$ cat src/icache_pkg.sv
`default_nettype none

package icache_pkg;

    localparam int ADDR_W      = 32;
    localparam int INDEX_W_DEF = 4;            // 16 sets per way
    localparam int LINE_OFF_W  = 6;            // 64-byte line
    localparam int PAIR_SEL_W  = 3;
    localparam int LINE_PAIRS  = 1 << PAIR_SEL_W;
    localparam int LINE_W      = 8 << LINE_OFF_W;

    // word at the lower address sits in bits [31:0]
    typedef logic [63:0] pair_t;

    // one refill beat, seen as raw bits or as fetch pairs
    typedef union packed {
        logic [LINE_W-1:0]      raw;
        pair_t [LINE_PAIRS-1:0] pairs;
    } line_u;

    typedef enum logic [1:0] {
        CACOP_IDX0 = 2'd0,
        CACOP_IDX1 = 2'd1,
        CACOP_HIT  = 2'd2
    } cacop_e;

    typedef logic [6:0] exc_code_t;

    localparam exc_code_t EXC_NONE = 7'd0;
    localparam exc_code_t EXC_ADEF = 7'd8;    // fetch address not word aligned

    localparam logic [31:0] INST_NOP = 32'h0340_0000;

    localparam logic [7:0] MEM_LEN_LINE     = 8'd15;
    localparam logic [7:0] MEM_LEN_UNCACHED = 8'd1;

    // tag bits left over once index and line offset are taken
    function automatic int tag_width(input int index_w);
        return ADDR_W - index_w - LINE_OFF_W;
    endfunction

endpackage

`default_nettype wire

$ cat src/icache_req_if.sv
`timescale 1ns/10ps
`default_nettype none

interface icache_req_if
    import icache_pkg::*;
#(
    parameter int  INDEX_W = INDEX_W_DEF,
    localparam int TAG_W   = tag_width(INDEX_W)
);

    logic                  accept;        // request taken at the coming edge
    logic [INDEX_W-1:0]    rd_index;      // array read index, bypassed on accept
    logic [TAG_W-1:0]      tag;
    logic [INDEX_W-1:0]    index;
    logic [PAIR_SEL_W-1:0] pair_sel;
    logic [ADDR_W-1:0]     pc;
    logic                  uncached;
    logic                  misaligned;
    logic                  cacop;
    cacop_e                cacop_kind;

    modport dec (
        output accept, rd_index, tag, index, pair_sel, pc,
        output uncached, misaligned, cacop, cacop_kind
    );

    modport exe (
        input accept, rd_index, tag, index, pc,
        input uncached, misaligned, cacop_kind
    );

    modport res (
        input pair_sel, pc, uncached, misaligned, cacop
    );

endinterface

`default_nettype wire

$ cat src/icache_decode.sv
`timescale 1ns/10ps
`default_nettype none

module icache_decode
    import icache_pkg::*;
#(
    parameter int  INDEX_W = INDEX_W_DEF,
    localparam int TAG_W   = tag_width(INDEX_W)
) (
    input  logic              clk,
    input  logic              rstn,
    input  logic              i_accept,
    input  logic [ADDR_W-1:0] i_req_addr,
    input  logic              i_req_uncached,
    input  logic              i_cacop_en,
    input  logic [1:0]        i_cacop_code,
    icache_req_if.dec         req
);

    logic [TAG_W-1:0]      in_tag;
    logic [INDEX_W-1:0]    in_index;
    logic [PAIR_SEL_W-1:0] in_pair_sel;
    logic                  in_misaligned;
    cacop_e                in_kind;

    assign in_tag      = i_req_addr[ADDR_W-1 -: TAG_W];
    assign in_index    = i_req_addr[LINE_OFF_W +: INDEX_W];
    assign in_pair_sel = i_req_addr[LINE_OFF_W-1 -: PAIR_SEL_W];

    // cache ops use bit 0 as way select, so no alignment check there
    assign in_misaligned = (i_req_addr[1:0] != 2'b00) && !i_cacop_en;

    always_comb begin
        case (i_cacop_code)
            2'd0:    in_kind = CACOP_IDX0;
            2'd2:    in_kind = CACOP_HIT;
            default: in_kind = CACOP_IDX1;    // 1, and 3 folded in
        endcase
    end

    // request buffer payload
    always_ff @(posedge clk) begin
        if (i_accept) begin
            req.tag        <= in_tag;
            req.index      <= in_index;
            req.pair_sel   <= in_pair_sel;
            req.pc         <= i_req_addr;
            req.cacop_kind <= in_kind;
        end
    end

    // request flags, decided once here
    always_ff @(posedge clk) begin
        if (!rstn) begin
            req.uncached   <= 1'b0;
            req.misaligned <= 1'b0;
            req.cacop      <= 1'b0;
        end else if (i_accept) begin
            req.uncached   <= i_req_uncached && !i_cacop_en && !in_misaligned;
            req.misaligned <= in_misaligned;
            req.cacop      <= i_cacop_en;
        end
    end

    assign req.accept   = i_accept;
    assign req.rd_index = i_accept ? in_index : req.index;   // arrays see the new set early

    // the FSM spends the cycle after a cache op in CACOP with ready low
    a_no_accept_over_cacop: assert property (
        @(posedge clk) disable iff (!rstn)
        i_accept && i_cacop_en |=> !i_accept
    ) else $error("request accepted while a cache op is pending");

endmodule

`default_nettype wire

$ cat src/flat_wrapper.sv
// flat-port wrapper written by rule: the top's interface ports become plain ports
module icache_decode_flat import icache_pkg::*;
#(
    parameter int  INDEX_W = INDEX_W_DEF,
    localparam int TAG_W   = tag_width(INDEX_W)
)
  (clk, rstn, i_accept, i_req_addr, i_req_uncached, i_cacop_en, i_cacop_code, req_accept, req_rd_index, req_tag, req_index, req_pair_sel, req_pc, req_uncached, req_misaligned, req_cacop, req_cacop_kind);
  icache_req_if #(.INDEX_W(INDEX_W)) req_i ();
  input  logic clk;
  input  logic rstn;
  input  logic i_accept;
  input  logic [ADDR_W-1:0] i_req_addr;
  input  logic i_req_uncached;
  input  logic i_cacop_en;
  input  logic [1:0] i_cacop_code;
  output wire logic [$bits(req_i.accept)-1:0] req_accept;
  output wire logic [$bits(req_i.rd_index)-1:0] req_rd_index;
  output wire logic [$bits(req_i.tag)-1:0] req_tag;
  output wire logic [$bits(req_i.index)-1:0] req_index;
  output wire logic [$bits(req_i.pair_sel)-1:0] req_pair_sel;
  output wire logic [$bits(req_i.pc)-1:0] req_pc;
  output wire logic [$bits(req_i.uncached)-1:0] req_uncached;
  output wire logic [$bits(req_i.misaligned)-1:0] req_misaligned;
  output wire logic [$bits(req_i.cacop)-1:0] req_cacop;
  output wire logic [$bits(req_i.cacop_kind)-1:0] req_cacop_kind;
  assign req_accept = req_i.accept;
  assign req_rd_index = req_i.rd_index;
  assign req_tag = req_i.tag;
  assign req_index = req_i.index;
  assign req_pair_sel = req_i.pair_sel;
  assign req_pc = req_i.pc;
  assign req_uncached = req_i.uncached;
  assign req_misaligned = req_i.misaligned;
  assign req_cacop = req_i.cacop;
  assign req_cacop_kind = req_i.cacop_kind;
  icache_decode #(.INDEX_W(INDEX_W)) u_core (.clk(clk), .rstn(rstn), .i_accept(i_accept), .i_req_addr(i_req_addr), .i_req_uncached(i_req_uncached), .i_cacop_en(i_cacop_en), .i_cacop_code(i_cacop_code), .req(req_i));
endmodule
$ cat config.mk
export PLATFORM = sky130hd
export DESIGN_NAME = icache_decode_flat
export DESIGN_NICKNAME = d
export VERILOG_FILES = /design/src/icache_pkg.sv /design/src/icache_req_if.sv /design/src/icache_decode.sv /design/src/flat_wrapper.sv
export SDC_FILE = /design/constraint.sdc
export NUM_CORES = 1
export LEC_CHECK = 0
export BUFFER_PORTS_ARGS = -buffer_cell sky130_fd_sc_hd__buf_4
export CORE_ASPECT_RATIO = 0.9
export CORE_MARGIN = 2
export CORE_UTILIZATION = 42
export DETAILED_ROUTE_END_ITERATION = 6
export PLACE_DENSITY = 0.83
export RECOVER_POWER = 25
export SYNTH_ARGS = -nofsm -noshare
export SYNTH_HDL_FRONTEND = slang
export SYNTH_SLANG_ARGS = --single-unit
$ cat constraint.sdc
create_clock -name clk -period 1.4 [get_ports clk]
set_input_delay 0.07 -clock clk [delete_from_list [all_inputs] [get_ports clk]]
set_output_delay 0.07 -clock clk [all_outputs]
set_load 0.005 [all_outputs]
==> run_results.csv, run 1 <==
group,metric,value,unit
cts,clk-insertion-delay-late,0.29,ns
floorplanning,core,3400,um^2
hold_path,hold_path_depth,3,
setup_path,r2r_setup_slack,0.62,ns
setup_path,r2r_start,"u_core.req.index[0]",
final_layout,area_growth,73.3,%
synth,ys_warn_count,0,
synth,syn_area,1500,um^2
final_layout,num_antenna_cells,0,
route,routed-via-count,1102,
floorplanning,start_util,44.0,%
job,drv_cap,0,
power_and_ir_drop,switching_share,21.5,%
setup_path,critPathMaxStageDelay,0.56,ns
grt,globalRouteOverflowTotal,0,
timing,min_period,1.28,ns
setup_path,crit_type,"in -> out",
power_and_ir_drop,ir_worst_vdd,926,uV
setup_path,crit_chain,"dlygate4sd3_1 > buf_4 > mux2_1 > buf_4",
route,avgViaCountPerCell,4.37,
final_layout,nNetsFinal,246,
timing,finClkSkew,0,ns
floorplanning,die_w,66.9,um
timing,maxSlewHeadroom,81.2,%
setup_path,crit_path_start_kind,"input port",
synth,synth.avg_cell_area,17.8,um^2
cts,cts_tree,"done",
final_layout,nFillCells,214,
timing,hold-worst-slack,0.0856,ns
grt,grt_usage,19.7,%
route,detail-route-antenna-nets,0,
floorplanning,num_io_pins,110,
timing,setup_tns,0,ns
setup_path,endpoint_kind,"output pin",
timing,period_share,91.5,%
setup_path,reg2reg_to,"u_core.req.index[0]",
setup_path,crit_buf_inv,3,
route,drc_errors,0,
cts,clock_tree.buffer_depth,2,
route,wl_per_cell,15.2,um
final_layout,final_util,76.2,%
final_layout,final_cell_area,2590,um^2
floorplanning,die_area,4060,um^2
power_and_ir_drop,seq_power_share,53.7,%
cts,htree_levels,2,
final_layout,drive_above_1_share,58.2,%
final_layout,multi_input_area,119,um^2
power_and_ir_drop,p_per_area,1060,nW/um^2
grt,grt_pass1_vias,1158,
synth,syn_inst,84,
setup_path,crit_slowest_cell,"dlygate4sd3_1",
placement,port_buffers,109,
run_status,run_status,"complete, no violations",
timing,drv_slew,0,
power_and_ir_drop,power.switching,0.590,mW
route,drtPass1Iterations,2,
floorplanning,dieHeight,60.6,um
timing,finalHoldViolations,0,
setup_path,crit_family,"buffers and inverters",
grt,antenna_found_initial,0,
setup_path,cp_max_fo,2,
timing,rsz0062_at_grt,"no",
timing,tightestPinTransition,0.283,ns
floorplanning,row_count,20,
cts,cts_buffers,5,
setup_path,crit_required,1.33,ns
timing,fmax,780,MHz
setup_path,cp-startpoint,"i_req_addr[9]",
placement,place_inst,210,
grt,grt_pass1_wl,5.40,mm
placement,dp_slack,0.394,ns
synth,seq_area_frac_synth,77.6,%
hold_path,min_path_type,"in -> reg",
cts,root_buffer,"clkbuf_8",
cts,cts_sinks,41,
power_and_ir_drop,p_comb_share,17.6,%
synth,synthesis.nets,123,
placement,dpl_cell_area,2170,um^2
synth,ys_ff_latch,41,
synth,synth_cell_types,15,
power_and_ir_drop,clkPwrFrac,28.6,%
route,drt_iter0_markers,25,
timing,worst_slack,0.119,ns
grt,grt_max_degree,23,
setup_path,cp.arrival,1.21,ns
setup_path,cpMostUsedCell,"buf_4",
power_and_ir_drop,power.total,2.74,mW
power_and_ir_drop,p_leak,1.14,nW
placement,gp_congestion,0.681,
final_layout,ff_latch_area,1160,um^2
route,wl,3.83,mm
power_and_ir_drop,p_int,2.15,mW
setup_path,ff2ff_path_depth,1,
timing,setup_viol,0,
hold_path,min_to,"u_core.req.cacop",
final_layout,layout.cells.non_filler,252,
hold_path,min_from,"i_cacop_en",
cts,post_cts_buffers,0,
cts,clkSlewWorstSetupHoldPaths,0.08,ns
[placed cells by master, fill, tap and decap left out, drive strengths merged]
| master | n |
|---|---|
| nor2 | 1 |
| nor3 | 2 |
| dlygate4sd3 | 34 |
| dfxtp | 7 |
| nor2b | 3 |
| nand2 | 1 |
| mux2i | 1 |
| clkbuf | 30 |
| mux2 | 4 |
| clkinvlp | 1 |
| inv | 1 |
| a32o | 1 |
| buf | 87 |
| o21a | 1 |
| edfxtp | 34 |
[cell usage after synthesis, drive strengths merged]
cell type	count	area, um^2
mux2i	1	10.0
inv	1	6.26
nand2	1	3.75
o21a	1	7.51
a32o	1	10.0
edfxtp	34	1020
clkbuf	1	3.75
nor2b	3	18.8
nor3	2	20.0
mux2	4	45.0
dfxtp	7	140
nor2	1	3.75
buf	27	206
[sequential cells by signal (all words and copies together) (netlist names)]
signal	flops
u_core.req.tag	22
u_core.req.pc	10
u_core.req.index	4
u_core.req.cacop_kind	2
u_core.req.cacop	1
u_core.req.misaligned	1
u_core.req.uncached	1
[per-layer routing]
layer  wire length, um  vias up  global-route usage [%]
met5                 0        -                       0
met4                78        0                    11.1
met3               400        8                    9.09
met2              2170       77                    37.1
met1              1180      502                    17.4
li1                  -      515                       -
[kinds of logic after synthesis]
| logic type | after synthesis | synth area share (%) |
|---|---|---|
| and+or+nand+nor | 7 | 3.09 |
| DFF | 41 | 77.6 |
| buffers and inverters | 29 | 14.5 |
| AOI/OAI and AO/OA | 2 | 1.17 |
| muxes | 5 | 3.68 |
[timing repair]
item / CTS / global route
resized for setup: 0 / 0
hold buffers: 34 / 0
endpoints found under the hold margin: 34 / 0
[worst max path at each step]
| stage | endpoint | depth (start not counted) |
|---|---|---|
| floorplan | u_core.req.index[3] | 1 |
| global placement | u_core.req.tag[19] | 2 |
| detailed placement | u_core.req.tag[11] | 2 |
| CTS | req_rd_index[3] | 4 |
| global route | req_rd_index[0] | 4 |
| finish | req_rd_index[3] | 4 |
[tightest hold or removal path: stages]
cell and delay, ns:
buf_4 0.10, mux2i_1 0.07, nor2b_1 0.10
[power groups by stage]
stage	clock, mW	combinational, mW	sequential [mW]
2_1_floorplan	0	0.122	1.50
3_3_place_gp	0	0.399	1.49
3_5_place_dp	0	0.406	1.50
4_1_cts	0.804	0.483	1.47
5_1_grt	0.852	0.517	1.48
6_report	0.785	0.483	1.47
[area by class of cell]
| class | instances | share of cell area (%) |
|---|---|---|
| sequential | 41 | 44.8 |
| timing repair buffer | 144 | 44.7 |
| multi-input combinational | 14 | 4.58 |
| clock buffer | 7 | 3.33 |
| tap | 44 | 2.12 |
| clock inverter | 1 | 0.289 |
| inverter | 1 | 0.241 |
Power figures use the tool's default switching activity.
==> run 2: changes to the inputs <==
- RECOVER_POWER: 25 -> default
==> run_results.csv, run 2 (same netlist as run 1, synthesis figures left out) <==
group,metric,value,unit
final_layout,largest_reg_flops,22,
floorplanning,die_w,66.9,um
timing,finalHoldViolations,0,
timing,finClkSkew,0,ns
placement,port_buffers,109,
floorplanning,row_count,20,
cts,clock_tree.buffer_depth,2,
final_layout,largest_registers,"u_core.req.tag (22), u_core.req.pc (10), u_core.req.index (4)",
grt,grt_pass1_wl,5.40,mm
final_layout,num_antenna_cells,0,
cts,root_buffer,"clkbuf_8",
setup_path,crit_path_start_kind,"input port",
cts,cts_buffers,5,
final_layout,final_util,76.4,%
route,wl,3.85,mm
setup_path,ff2ff_path_depth,1,
floorplanning,num_io_pins,110,
power_and_ir_drop,seq_power_share,53.6,%
final_layout,final_cell_area,2600,um^2
grt,globalRouteOverflowTotal,0,
grt,grt_use_met2,37.1,%
floorplanning,core,3400,um^2
setup_path,cp_max_fo,2,
hold_path,min_to,"u_core.req.cacop",
run_status,run_status,"complete, no violations",
timing,period_share,91.6,%
timing,drv_slew,0,
cts,clkSlewWorstSetupHoldPaths,0.08,ns
power_and_ir_drop,power.total,2.75,mW
cts,post_cts_buffers,0,
power_and_ir_drop,ir_worst_vdd,923,uV
timing,setup_viol,0,
grt,grt_pass1_vias,1158,
timing,setup_tns,0,ns
power_and_ir_drop,p_leak,1.15,nW
route,drc_errors,0,
job,drv_cap,0,
route,detail-route-antenna-nets,0,
cts,clk-insertion-delay-late,0.29,ns
route,avgViaCountPerCell,4.42,
cts,htree_levels,2,
floorplanning,dieHeight,60.6,um
power_and_ir_drop,switching_share,21.5,%
hold_path,min_from,"i_cacop_en",
timing,tightestPinTransition,0.284,ns
final_layout,largest-register,"u_core.req.tag",
final_layout,layout.cells.non_filler,252,
timing,rsz0062_at_grt,"no",
timing,min_period,1.28,ns
final_layout,nNetsFinal,246,
grt,antenna_found_initial,0,
final_layout,area_growth,73.8,%
final_layout,mostFrequentLayoutCells,"buf_4, dlygate4sd3_1, edfxtp_1",
grt,top_usage_layer,"met2",
setup_path,r2r_start,"u_core.req.index[0]",
power_and_ir_drop,power.switching,0.590,mW
route,drtPass1Iterations,2,
power_and_ir_drop,p_per_area,1060,nW/um^2
power_and_ir_drop,p_int,2.16,mW
timing,fmax,780,MHz
power_and_ir_drop,p_comb_share,17.8,%
grt,gr-usage-met1,17.4,%
floorplanning,start_util,44.0,%
cts,cts_sinks,41,
floorplanning,die_area,4060,um^2
setup_path,endpoint_kind,"output pin",
power_and_ir_drop,clkPwrFrac,28.5,%
placement,dpl_cell_area,2170,um^2
grt,grt_usage,19.7,%
hold_path,min_path_type,"in -> reg",
route,drt_iter0_markers,19,
setup_path,reg2reg_to,"u_core.req.index[0]",
grt,gr-usage-met3,9.09,%
route,routed-via-count,1115,
cts,cts_tree,"done",
setup_path,r2r_setup_slack,0.62,ns
final_layout,drive_above_1_share,59.1,%
grt,grt_max_degree,23,
setup_path,crit_required,1.33,ns
placement,gp_congestion,0.681,
timing,maxSlewHeadroom,81.0,%
route,wl_per_cell,15.3,um
hold_path,hold_path_depth,3,
setup_path,crit_type,"in -> out",
setup_path,cp.arrival,1.21,ns
placement,place_inst,210,
final_layout,final_common_cell,"buf_4",
## run 2: how the worst max path moves through the flow
stage / start / to / slack (ns) / cells past startpoint
2_1_floorplan: u_core.req.index[3] / u_core.req.index[3] / 0.67 / 1
3_3_place_gp: i_accept / u_core.req.tag[19] / 0.41 / 2
3_5_place_dp: i_accept / u_core.req.tag[11] / 0.39 / 2
4_1_cts: i_req_addr[9] / req_rd_index[3] / 0.15 / 4
5_1_grt: i_req_addr[9] / req_rd_index[3] / 0.10 / 4
6_report: i_req_addr[9] / req_rd_index[3] / 0.12 / 4
## run 2: power groups by stage
stage          Combinational (mW)  Clock, mW  Sequential [mW]
6_report                    0.489      0.784             1.47
5_1_grt                     0.523      0.852             1.48
4_1_cts                     0.483      0.804             1.47
3_5_place_dp                0.406          0             1.50
3_3_place_gp                0.399          0             1.49
2_1_floorplan               0.122          0             1.50
## run 2: repair_timing
action | 4_1_cts | 5_1_grt
gates resized for setup | 0 | 0
hold buffers | 34 | 0
endpoints found under the hold margin | 34 | 0
## run 2: per-stage QoR
step / worst slack [ns] / hold WS [ns]
6_report: 0.118 / 0.0854
5_1_grt: 0.101 / 0.119
4_1_cts: 0.151 / 0.0556
3_5_place_dp: 0.394 / 0.249
3_3_place_gp: 0.412 / 0.250
2_1_floorplan: 0.671 / 0.169
## run 2: per-layer routing
layer	wire length [um]	vias up	share of wire [%]
met5	0	-	0
met4	78	0	2.0
met3	399	8	10
met2	2200	75	57
met1	1170	517	30
li1	-	515	-
## run 2: worst max-delay path, cell delays in order
cell	delay [ns]
dlygate4sd3_1	0.56
buf_4	0.14
mux2_1	0.30
buf_4	0.14
## run 2: area by class of cell
| class | count | area (um^2) |
|---|---|---|
| clock buffer | 7 | 86.3 |
| clock inverter | 1 | 7.51 |
| fill | 211 | 802 |
| inverter | 1 | 6.26 |
| multi-input combinational | 14 | 119 |
| sequential | 41 | 1160 |
| tap | 44 | 55.1 |
| timing repair buffer | 144 | 1170 |
