## src/icache_pkg.sv

```systemverilog
`default_nettype none

package icache_pkg;

    localparam int ADDR_W      = 32;
    localparam int INDEX_W_DEF = 4;            // 16 sets per way
    localparam int LINE_OFF_W  = 6;            // 64-byte line
    localparam int PAIR_SEL_W  = 3;
    localparam int LINE_PAIRS  = 1 << PAIR_SEL_W;
    localparam int LINE_W      = 8 << LINE_OFF_W;

    // word at the lower address sits in bits [31:0]
    typedef logic [63:0] pair_t;

    // one refill beat, seen as raw bits or as fetch pairs
    typedef union packed {
        logic [LINE_W-1:0]      raw;
        pair_t [LINE_PAIRS-1:0] pairs;
    } line_u;

    typedef enum logic [1:0] {
        CACOP_IDX0 = 2'd0,
        CACOP_IDX1 = 2'd1,
        CACOP_HIT  = 2'd2
    } cacop_e;

    typedef logic [6:0] exc_code_t;

    localparam exc_code_t EXC_NONE = 7'd0;
    localparam exc_code_t EXC_ADEF = 7'd8;    // fetch address not word aligned

    localparam logic [31:0] INST_NOP = 32'h0340_0000;

    localparam logic [7:0] MEM_LEN_LINE     = 8'd15;
    localparam logic [7:0] MEM_LEN_UNCACHED = 8'd1;

    // tag bits left over once index and line offset are taken
    function automatic int tag_width(input int index_w);
        return ADDR_W - index_w - LINE_OFF_W;
    endfunction

endpackage

`default_nettype wire

```

## src/icache_req_if.sv

```systemverilog
`timescale 1ns/10ps
`default_nettype none

interface icache_req_if
    import icache_pkg::*;
#(
    parameter int  INDEX_W = INDEX_W_DEF,
    localparam int TAG_W   = tag_width(INDEX_W)
);

    logic                  accept;        // request taken at the coming edge
    logic [INDEX_W-1:0]    rd_index;      // array read index, bypassed on accept
    logic [TAG_W-1:0]      tag;
    logic [INDEX_W-1:0]    index;
    logic [PAIR_SEL_W-1:0] pair_sel;
    logic [ADDR_W-1:0]     pc;
    logic                  uncached;
    logic                  misaligned;
    logic                  cacop;
    cacop_e                cacop_kind;

    modport dec (
        output accept, rd_index, tag, index, pair_sel, pc,
        output uncached, misaligned, cacop, cacop_kind
    );

    modport exe (
        input accept, rd_index, tag, index, pc,
        input uncached, misaligned, cacop_kind
    );

    modport res (
        input pair_sel, pc, uncached, misaligned, cacop
    );

endinterface

`default_nettype wire

```

## src/icache_result.sv

```systemverilog
`timescale 1ns/10ps
`default_nettype none

module icache_result
    import icache_pkg::*;
(
    icache_req_if.res         req,
    input  line_u             i_line,
    input  logic              i_from_refill,
    input  logic              i_resp_strobe,
    output logic              o_resp_valid,
    output pair_t             o_resp_data,
    output logic [ADDR_W-1:0] o_resp_pc,
    output exc_code_t         o_resp_exc
);

    pair_t fetched;

    always_comb begin
        if (i_from_refill && req.uncached) begin
            fetched = i_line.pairs[0];        // uncached beat carries only pair 0
        end else begin
            fetched = i_line.pairs[req.pair_sel];
        end
    end

    assign o_resp_valid = i_resp_strobe;
    assign o_resp_pc    = req.pc;
    assign o_resp_data  = req.misaligned ? {INST_NOP, INST_NOP} : fetched;
    assign o_resp_exc   = req.misaligned ? EXC_ADEF : EXC_NONE;

    // execute must never answer a cache op with fetch data
    always_comb begin
        a_no_resp_on_cacop: assert #0 (!(o_resp_valid === 1'b1 && req.cacop === 1'b1))
            else $error("fetch response during a cache op");
    end

endmodule

`default_nettype wire

```

## src/flat_wrapper.sv

```systemverilog
// flat-port wrapper written by rule: the top's interface ports become plain ports
module icache_result_flat import icache_pkg::*;
  (i_line, i_from_refill, i_resp_strobe, o_resp_valid, o_resp_data, o_resp_pc, o_resp_exc, req_pair_sel, req_pc, req_uncached, req_misaligned, req_cacop);
  icache_req_if req_i ();
  input  line_u i_line;
  input  logic i_from_refill;
  input  logic i_resp_strobe;
  output logic o_resp_valid;
  output pair_t o_resp_data;
  output logic [ADDR_W-1:0] o_resp_pc;
  output exc_code_t o_resp_exc;
  input wire logic [$bits(req_i.pair_sel)-1:0] req_pair_sel;
  input wire logic [$bits(req_i.pc)-1:0] req_pc;
  input wire logic [$bits(req_i.uncached)-1:0] req_uncached;
  input wire logic [$bits(req_i.misaligned)-1:0] req_misaligned;
  input wire logic [$bits(req_i.cacop)-1:0] req_cacop;
  assign req_i.pair_sel = req_pair_sel;
  assign req_i.pc = req_pc;
  assign req_i.uncached = req_uncached;
  assign req_i.misaligned = req_misaligned;
  assign req_i.cacop = req_cacop;
  icache_result u_core (.req(req_i), .i_line(i_line), .i_from_refill(i_from_refill), .i_resp_strobe(i_resp_strobe), .o_resp_valid(o_resp_valid), .o_resp_data(o_resp_data), .o_resp_pc(o_resp_pc), .o_resp_exc(o_resp_exc));
endmodule
```

## config.mk

```make
export PLATFORM = sky130hd
export DESIGN_NAME = icache_result_flat
export DESIGN_NICKNAME = d
export VERILOG_FILES = /design/src/icache_pkg.sv /design/src/icache_req_if.sv /design/src/icache_result.sv /design/src/flat_wrapper.sv
export SDC_FILE = /design/constraint.sdc
export NUM_CORES = 1
export LEC_CHECK = 0
export ABC_AREA = 0
export BUFFER_PORTS_ARGS = -buffer_cell sky130_fd_sc_hd__buf_2
export CAP_MARGIN = 20
export CORE_AREA = 3 3 257 259
export DETAILED_ROUTE_END_ITERATION = 8
export DIE_AREA = 0 0 260 262
export GPL_TIMING_DRIVEN = 1
export PLACE_DENSITY = 0.38
export SLEW_MARGIN = 0
export SYNTH_ARGS = -nofsm -noshare
export SYNTH_HDL_FRONTEND = slang
export SYNTH_SLANG_ARGS = --single-unit
```

## constraint.sdc

```tcl
create_clock -name vclk -period 3.2
set_clock_uncertainty 0.05 [all_clocks]
set_input_delay 0.64 -clock vclk [all_inputs]
set_output_delay 0.64 -clock vclk [all_outputs]
set_load 0.1 [all_outputs]
```

==> impl_metrics.yaml, run 1 <==
placed_design:
  dp_hpwl_um: 32900
  dp_cells: 2131
  globalplace.congestion: 0.890
  dpl_worst_slack_ns: 0.143
  port_buffers: 583
worst_setup_path:
  critPathArrivalTime_ns: 2.36
  required_ns: 2.51
  startpoint: "req_pair_sel[0]"
  worst_setup_path_start_kind: "primary input"
  critPathKind: "primary input to output port"
  cp-end-kind: "output port"
  crit_fanout: 25
floorplanning:
  die_h_um: 262
  start_util_pct: 8.41
  ios: 656
  die_w_um: 260
  rows: 93
  coreArea_um2: 64100
  dieArea_um2: 68100
routing:
  routed_wl_um: 37100
  drt_iter0_drc: 319
  antenna_left: 0
  dr.pass1.iters: 6
  via_per_inst: 3.68
  drc: 0
  vias: 7861
  routedWlPerCell_um: 17.4
pwr:
  internal-power_w: 0.000720
  max-vdd-ir-drop_v: 0.0000836
  p_sw_w: 0.00118
  p_sw_share_pct: 62.1
  p_comb_share_pct: 100.0
  clockPowerShare_pct: 0
  p_leak_nw: 5.15
  powerDensity_nw_per_um2: 193
  seqPwrFrac_pct: 0
finish:
  nNetsFinal: 1830
  mostFrequentLayoutCells: "556 x buf_2, 232 x mux2i_1, 64 x o22ai_1, 64 x a21oi_1"
  seq_cell_count: 0
  clock_buffers: 0
  layout_commonest_cell: "buf_2"
  final_cells: 2135
  fill_cells: 7408
  seq_area_um2: 0
  syn_to_final_growth_pct: 82.1
  drive_gt1_share_pct: 52.7
timing:
  finalHoldViolCount: 0
  setup_viol: 0
  period_needed_ns: 3.05
  slew_headroom_pct: 63.6
  drv_slew: 0
  setup-tns-final_ns: 0
  max_slew.worst_pin.slew_ns: 0.545
  worst_slack_ns: 0.153
  fin_crit_sh_pct: 95.2
  rsz0062_at_grt: "false"
  fmax_ghz: 0.328
synthesis:
  yosys-top-cells-area: "mux2i_1 43%, o31a_1 9.4%, o22ai_1 7.4%"
  ys_seq_area_share_pct: 0
  synth_top_area_share_pct: 43.1
  synth_cell_types: 22
  synth_top_area_cell: "mux2i_1"
  synth_area_um2: 5390
  yosysWarnings: 0
  syn_area_per_cell_um2: 7.22
  synth_cells: 746
clock_tree:
  post-cts-setup-buffers: 0
  cts_hold_buf: 0
  cts_resized: 0
grt:
  grt_max_degree: 34
  antenna_found_initial: 10
  grt_pass1_wl_um: 50400
  grt_pass1_vias: 8165
  grt-ovfl-total: 0
  track_usage_pct: 9.74
job:
  cap_violations: 0
worst_hold_path:
  hp-start: "req_pc[31]"
  hold_path_class: "primary input to output port"
status:
  outcome: "finished clean"
critical path: stages:
cell and delay [ns]:
buf_8 0.13, buf_12 0.20, buf_4 0.28, mux2i_1 0.42
nor2_1 0.08, o31a_1 0.28, buf_2 0.29
synthesized netlist by cell type (all sizes together), types with 2 or more instances:
library cell,number
o31a,58
mux4,6
o31ai,6
mux2i,232
buf,77
o22ai,64
nor2b,6
clkbuf,40
nor2,58
a21oi,64
inv,58
nand2b,2
o21ai,58
nand2,2
mux2,12
per-stage QoR:
step	hold slack, ns	area (um2)	total power [W]	utilization (%)
floorplan	1.44	5490	0.00135	-
global placement	1.23	9810	0.00191	15.3
detailed placement	1.23	9810	0.00192	15.3
CTS	1.23	9810	0.00192	15.3
global route	1.23	9810	0.00201	15.3
finish	1.23	9820	0.00190	15.3
cell families after synthesis:
logic type | share of synthesized area (%)
buffers and inverters | 17.5
AND/OR/NAND/NOR | 5.34
multiplexers | 48.1
other | 0.0696
AO/OA/AOI/OAI | 29.0
per-layer routing:
metal	global-route usage [%]	routed length [um]
met1	10.9	13800
met2	18.3	18600
met3	2.26	3700
met4	2.87	1050
met5	0	12
cell type report:
| type | instances | area, um2 | share of cell area, % |
|---|---|---|---|
| diodes | 4 | 10.0 | 0.102 |
| inverters | 58 | 218 | 2.22 |
| multi-input cells | 576 | 4570 | 46.6 |
| well taps | 855 | 1070 | 10.9 |
| repair buffers | 642 | 3950 | 40.2 |
final timing paths:
| kind | to | slack (ns) | cells after the start |
|---|---|---|---|
| max | o_resp_data[3] | 0.15 | 7 |
| min | o_resp_pc[31] | 1.23 | 0 |
power groups by stage:
| stage | combinational, W | clock, W | sequential (W) |
|---|---|---|---|
| after floorplan | 0.00135 | 0 | 0 |
| after global placement | 0.00191 | 0 | 0 |
| after detailed placement | 0.00192 | 0 | 0 |
| after CTS | 0.00192 | 0 | 0 |
| after global routing | 0.00201 | 0.0000000000421 | 0 |
| final | 0.00190 | 0.000000000170 | 0 |
Power figures use the tool's default switching activity.
==> run 2, diff against run 1 <==
--- a/config.mk
+++ b/config.mk
@@ -5,14 +5,14 @@
 export SDC_FILE = /design/constraint.sdc
 export NUM_CORES = 1
 export LEC_CHECK = 0
-export ABC_AREA = 0
+export ABC_AREA = 1
 export BUFFER_PORTS_ARGS = -buffer_cell sky130_fd_sc_hd__buf_2
 export CAP_MARGIN = 20
-export CORE_AREA = 3 3 257 259
+export CORE_AREA = 3 3 253 255
 export DETAILED_ROUTE_END_ITERATION = 8
-export DIE_AREA = 0 0 260 262
+export DIE_AREA = 0 0 256 258
 export GPL_TIMING_DRIVEN = 1
-export PLACE_DENSITY = 0.38
+export PLACE_DENSITY = 0.4
 export SLEW_MARGIN = 0
 export SYNTH_ARGS = -nofsm -noshare
 export SYNTH_HDL_FRONTEND = slang
==> run 2 against run 1 <==
  * Cell count is 28% higher
  * Die area is 3.0% lower
  * Combinational power is 14% higher
  * Sequential cell count stayed put
  * Design area is 11% higher
  * Power is 14% higher
  * Wire length is 20% higher
  * Non-clock buffer count is 1 lower
  * Critical path depth is 4 higher
  * Largest cell class unchanged
  * Largest power group unchanged
  * Highest routed layer unchanged
==> impl_metrics.yaml, run 2 <==
finish:
  postLayoutCellArea_um2: 10900
  seq_cell_count: 0
  mostFrequentLayoutCells: "564 x nand2_1, 516 x buf_2, 430 x nand3_1"
  fill_cells: 7435
  syn_to_final_growth_pct: 71.5
  post-route-util_pct: 17.6
  clock_buffers: 0
  seq_area_um2: 0
  final_cells: 2731
  drive_gt1_share_pct: 34.4
  layout_commonest_cell: "nand2_1"
  nNetsFinal: 2447
timing:
  setup-tns-final_ns: 0
  fin_crit_sh_pct: 92.9
  rsz0062_at_grt: "false"
  fmax_ghz: 0.336
  drv_slew: 0
  setup_viol: 0
  period_needed_ns: 2.97
  finalHoldViolCount: 0
floorplanning:
  dieArea_um2: 66000
  die_h_um: 258
  die_w_um: 256
  start_util_pct: 10.3
  rows: 91
  ios: 656
  coreArea_um2: 61800
synthesis:
  synth_top_area_cell: "nand3_1"
  yosys-top-cells-area: "nand3_1 34%, nand2_1 33%, nor2_1 9.0%"
  yosysMostFrequentCell: "nand2_1"
  synth_cells: 1405
  synth_top_area_share_pct: 33.9
  syn_area_per_cell_um2: 4.52
  synth_cell_types: 17
  synth_area_um2: 6350
  ys_seq_area_share_pct: 0
  yosysWarnings: 0
  synthTopCellsByCount: "565 x nand2_1, 430 x nand3_1, 152 x nor2_1"
worst_setup_path:
  critPathKind: "primary input to output port"
  crit_fanout: 45
  required_ns: 2.51
  cp-end-kind: "output port"
  critPathArrivalTime_ns: 2.28
  worst_setup_path_start_kind: "primary input"
routing:
  vias: 10683
  wl_met3_um: 3370
  wl_met1_um: 18600
  via_per_inst: 3.91
  maxUsedRoutingLayer: "met5"
  routedWlPerCell_um: 16.3
  drc: 0
  antenna_left: 0
  wl_met2_um: 20800
  routed_wl_um: 44600
  drt_iter0_drc: 734
  dr.pass1.iters: 5
grt:
  antenna_found_initial: 7
  grt-ovfl-total: 0
  grt_pass1_vias: 10397
  track_usage_pct: 12.5
  grt_pass1_wl_um: 64600
  grt_max_degree: 95
pwr:
  max-vdd-ir-drop_v: 0.0000770
  power_w: 0.00216
  powerDensity_nw_per_um2: 198
  p_leak_nw: 6.08
job:
  cap_violations: 0
worst_hold_path:
  hold_path_class: "primary input to output port"
  hp-start: "i_resp_strobe"
  whs_endpoint: "o_resp_valid"
  worst_hold_path.num_cells: 0
clock_tree:
  cts_resized: 0
  post-cts-setup-buffers: 0
  cts_hold_buf: 0
placed_design:
  port_buffers: 583
  globalplace.congestion: 0.868
  dp_hpwl_um: 37200
  placed_cell_area_um2: 10900
  dp_cells: 2730
status:
  outcome: "finished clean"
[run 2: changes by cell type in the layout (fill, tap and decap cells not counted), sizes merged, moves of 52 or more]
cell	delta
a21oi	-64
mux2i	-232
nand2	+563
nand3	+430
nor2	+94
o21ai	-52
o22ai	-64
o31a	-58
[run 2: how the worst max path moves through the flow]
stage               slack (ns)       startpoint  cells past startpoint               to
finish                    0.23  req_pair_sel[0]                     11  o_resp_data[41]
floorplan                 0.52  req_pair_sel[0]                      8  o_resp_data[22]
global placement          0.26  req_pair_sel[0]                     11  o_resp_data[41]
global route              0.07  req_pair_sel[0]                     11  o_resp_data[41]
CTS                       0.26  req_pair_sel[0]                     11  o_resp_data[41]
detailed placement        0.26  req_pair_sel[0]                     11  o_resp_data[41]
[run 2: per-stage QoR]
step,worst slack [ns],hold WS [ns]
2_1_floorplan,0.520,1.44
3_3_place_gp,0.256,1.23
3_5_place_dp,0.258,1.23
4_1_cts,0.256,1.23
5_1_grt,0.0668,1.23
6_report,0.227,1.23
[run 2: routing by layer]
metal | track usage [%] | up-vias
li1 | - | 5390
met1 | 15.5 | 4688
met2 | 21.6 | 539
met3 | 2.64 | 62
met4 | 4.31 | 4
met5 | 0 | -
[run 2: area by class of cell]
class,instances,area [um2],share of cell area [%]
tap,837,1050,9.62
inverter,81,315,2.90
antenna,1,2.50,0.0230
multi-input combinational,1171,4980,45.7
timing repair buffer,641,4540,41.7
[run 2: cells by family after synthesis]
kind of cell | share of synthesized area [%]
AND/OR/NAND/NOR | 77.5
buffers and inverters | 22.0
AO/OA/AOI/OAI | 0.473
other | 0.0591
[run 2: worst max-delay path, stage by stage]
cell and delay (ns):
clkbuf_8 0.16, inv_8 0.28, buf_12 0.26, buf_4 0.20, nand2_1 0.06, nand3_1 0.07, nand3_1 0.10, nand3_1 0.10
nand2_1 0.06, inv_1 0.09, buf_12 0.18
[run 2: report_power, final]
| part | internal (W) | total [W] | switching (W) | leakage [nW] |
|---|---|---|---|---|
| sequential | 0 | 0 | 0 | 0 |
| combinational | 0.000808 | 0.00216 | 0.00135 | 6.08 |
| clock | 0.0000000000421 | 0.0000000000421 | 0 | 0.00000634 |
==> run 3, diff against run 2 <==
--- a/config.mk
+++ b/config.mk
@@ -13,6 +13,7 @@
 export DIE_AREA = 0 0 256 258
 export GPL_TIMING_DRIVEN = 1
 export PLACE_DENSITY = 0.4
+export SETUP_SLACK_MARGIN = 0.4
 export SLEW_MARGIN = 0
 export SYNTH_ARGS = -nofsm -noshare
 export SYNTH_HDL_FRONTEND = slang
==> run 3 against run 2 <==
  * Worst hold slack did not move
  * Core utilization rose by 0.54 points
  * First-iteration DRC count down 9.4%
  * Cell count rose by 0.48%
  * Via count up 1.2%
  * Clock-buffer cell count is the same
  * Fmax rose by 8.1%
  * Sequential share of layout area unchanged
  * Combinational power rose by 3%
  * Power increased by 3.2%
  * Global-route usage is 0.53 points higher
  * Design area rose by 3.1%
  * Highest routed layer unchanged
==> impl_metrics.yaml, run 3 (synthesis gave the netlist of run 2 again) <==
grt:
  grt_pass1_vias: 10551
  track_usage_pct: 13.1
  grt_pass1_wl_um: 66700
  antenna_found_initial: 8
  grt-ovfl-total: 0
  grt_max_degree: 65
timing:
  rsz0062_at_grt: "true"
  fin_crit_sh_pct: 86.0
  setup_viol: 0
  drv_slew: 0
  period_needed_ns: 2.75
  setup-tns-final_ns: 0
  slew_headroom_pct: 66.5
  max_slew.worst_pin.slew_ns: 0.503
  fmax_ghz: 0.363
  finalHoldViolCount: 0
worst_hold_path:
  hp-start: "i_resp_strobe"
  hold_path_class: "primary input to output port"
  worst_hold_path.num_cells: 0
  whs_endpoint: "o_resp_valid"
status:
  outcome: "finished clean"
routing:
  dr.pass1.iters: 5
  drc: 0
  drt_iter0_drc: 665
  via_per_inst: 3.94
  vias: 10813
  routedWlPerCell_um: 17.4
  routed_wl_um: 47800
  antenna_left: 0
pwr:
  p_sw_w: 0.00138
  max-vdd-ir-drop_v: 0.0000774
  powerDensity_nw_per_um2: 198
  p_sw_share_pct: 62.1
  internal-power_w: 0.000844
  seqPwrFrac_pct: 0
  clockPowerShare_pct: 0
  p_comb_share_pct: 100.0
  p_leak_nw: 6.25
floorplanning:
  die_w_um: 256
  rows: 91
  dieArea_um2: 66000
  die_h_um: 258
  start_util_pct: 10.3
  ios: 656
  coreArea_um2: 61800
placed_design:
  dp_hpwl_um: 37200
  port_buffers: 583
  dp_cells: 2730
  globalplace.congestion: 0.868
finish:
  seq_cell_count: 0
  clock_buffers: 0
  drive_gt1_share_pct: 35.2
  nNetsFinal: 2459
  seq_area_um2: 0
  layout_commonest_cell: "nand2_1"
  final_cells: 2744
  syn_to_final_growth_pct: 76.8
  fill_cells: 7400
  mostFrequentLayoutCells: "563 x nand2_1, 516 x buf_2, 423 x nand3_1"
worst_setup_path:
  required_ns: 2.51
  crit_fanout: 21
  cp-end-kind: "output port"
  worst_setup_path_start_kind: "primary input"
  critPathKind: "primary input to output port"
  critPathArrivalTime_ns: 2.06
clock_tree:
  cts_hold_buf: 0
job:
  cap_violations: 0
==> run 3: cell types whose count changed in the layout (fill, tap and decap cells not counted), moves of 2 or more <==
cell	delta
nand3_1	-7
nand3_2	+7
buf_6	+5
buf_16	+4
bufbuf_16	+3
buf_12	-2
buf_4	-2
clkbuf_16	+2
==> run 3: worst max path at each step <==
stage | start | end | slack, ns
floorplan | req_pair_sel[0] | o_resp_data[22] | 0.52
global placement | req_pair_sel[0] | o_resp_data[41] | 0.26
detailed placement | req_pair_sel[0] | o_resp_data[41] | 0.26
CTS | req_pair_sel[0] | o_resp_data[50] | 0.36
global route | req_pair_sel[0] | o_resp_data[50] | 0.39
finish | req_pair_sel[0] | o_resp_data[56] | 0.45
==> run 3: repair_timing <==
action                     4_1_cts  5_1_grt
setup endpoints to repair       36       41
gates resized for setup         15        5
setup buffers                    0        4
gates cloned                     4        4
==> run 3: area by class of cell <==
| class | count | area (um2) | share of cell area [%] |
|---|---|---|---|
| Timing Repair Buffer | 650 | 4790 | 42.7 |
| Inverter | 81 | 334 | 2.98 |
| Timing Repair inverter | 3 | 31.3 | 0.279 |
| Tap cell | 837 | 1050 | 9.33 |
| Multi-Input combinational cell | 1171 | 5020 | 44.7 |
| Antenna cell | 2 | 5.00 | 0.0446 |
==> run 3: power groups by stage <==
stage / registers, W / logic (W) / clock network [W]
after detailed placement: 0 / 0.00217 / 0
after global placement: 0 / 0.00217 / 0
after CTS: 0 / 0.00222 / 0
after global routing: 0 / 0.00239 / 0.0000000000419
final: 0 / 0.00223 / 0.0000000000842
after floorplan: 0 / 0.00143 / 0
==> run 3: through the flow <==
| stage | utilization, % | hold WS (ns) | cell area [um2] | setup WS, ns | power [W] |
|---|---|---|---|---|---|
| final | 18.2 | 1.23 | 11200 | 0.449 | 0.00223 |
| after floorplan | - | 1.44 | 6370 | 0.520 | 0.00143 |
| after detailed placement | 17.6 | 1.23 | 10900 | 0.258 | 0.00217 |
| after global routing | 18.1 | 1.23 | 11200 | 0.387 | 0.00239 |
| after global placement | 17.6 | 1.23 | 10900 | 0.256 | 0.00217 |
| after CTS | 17.9 | 1.23 | 11100 | 0.363 | 0.00222 |
==> run 3: per-layer routing <==
layer  GRT usage (%)  up-vias  part of all wire, %
met5               0        -                0.056
met4            4.88        4                  4.0
met3            2.83       64                  7.5
met2            22.5      552                   47
met1            16.0     4774                   41
li1                -     5419                    -
==> run 3: critical path: stages <==
cell and delay (ns):
clkbuf_16 0.17, buf_16 0.17, buf_12 0.14, clkbuf_16 0.18, nor2_1 0.11, nor2_1 0.04
o21ai_0 0.09, nand3_1 0.09, nand3_1 0.08, nand2_1 0.11, buf_12 0.19
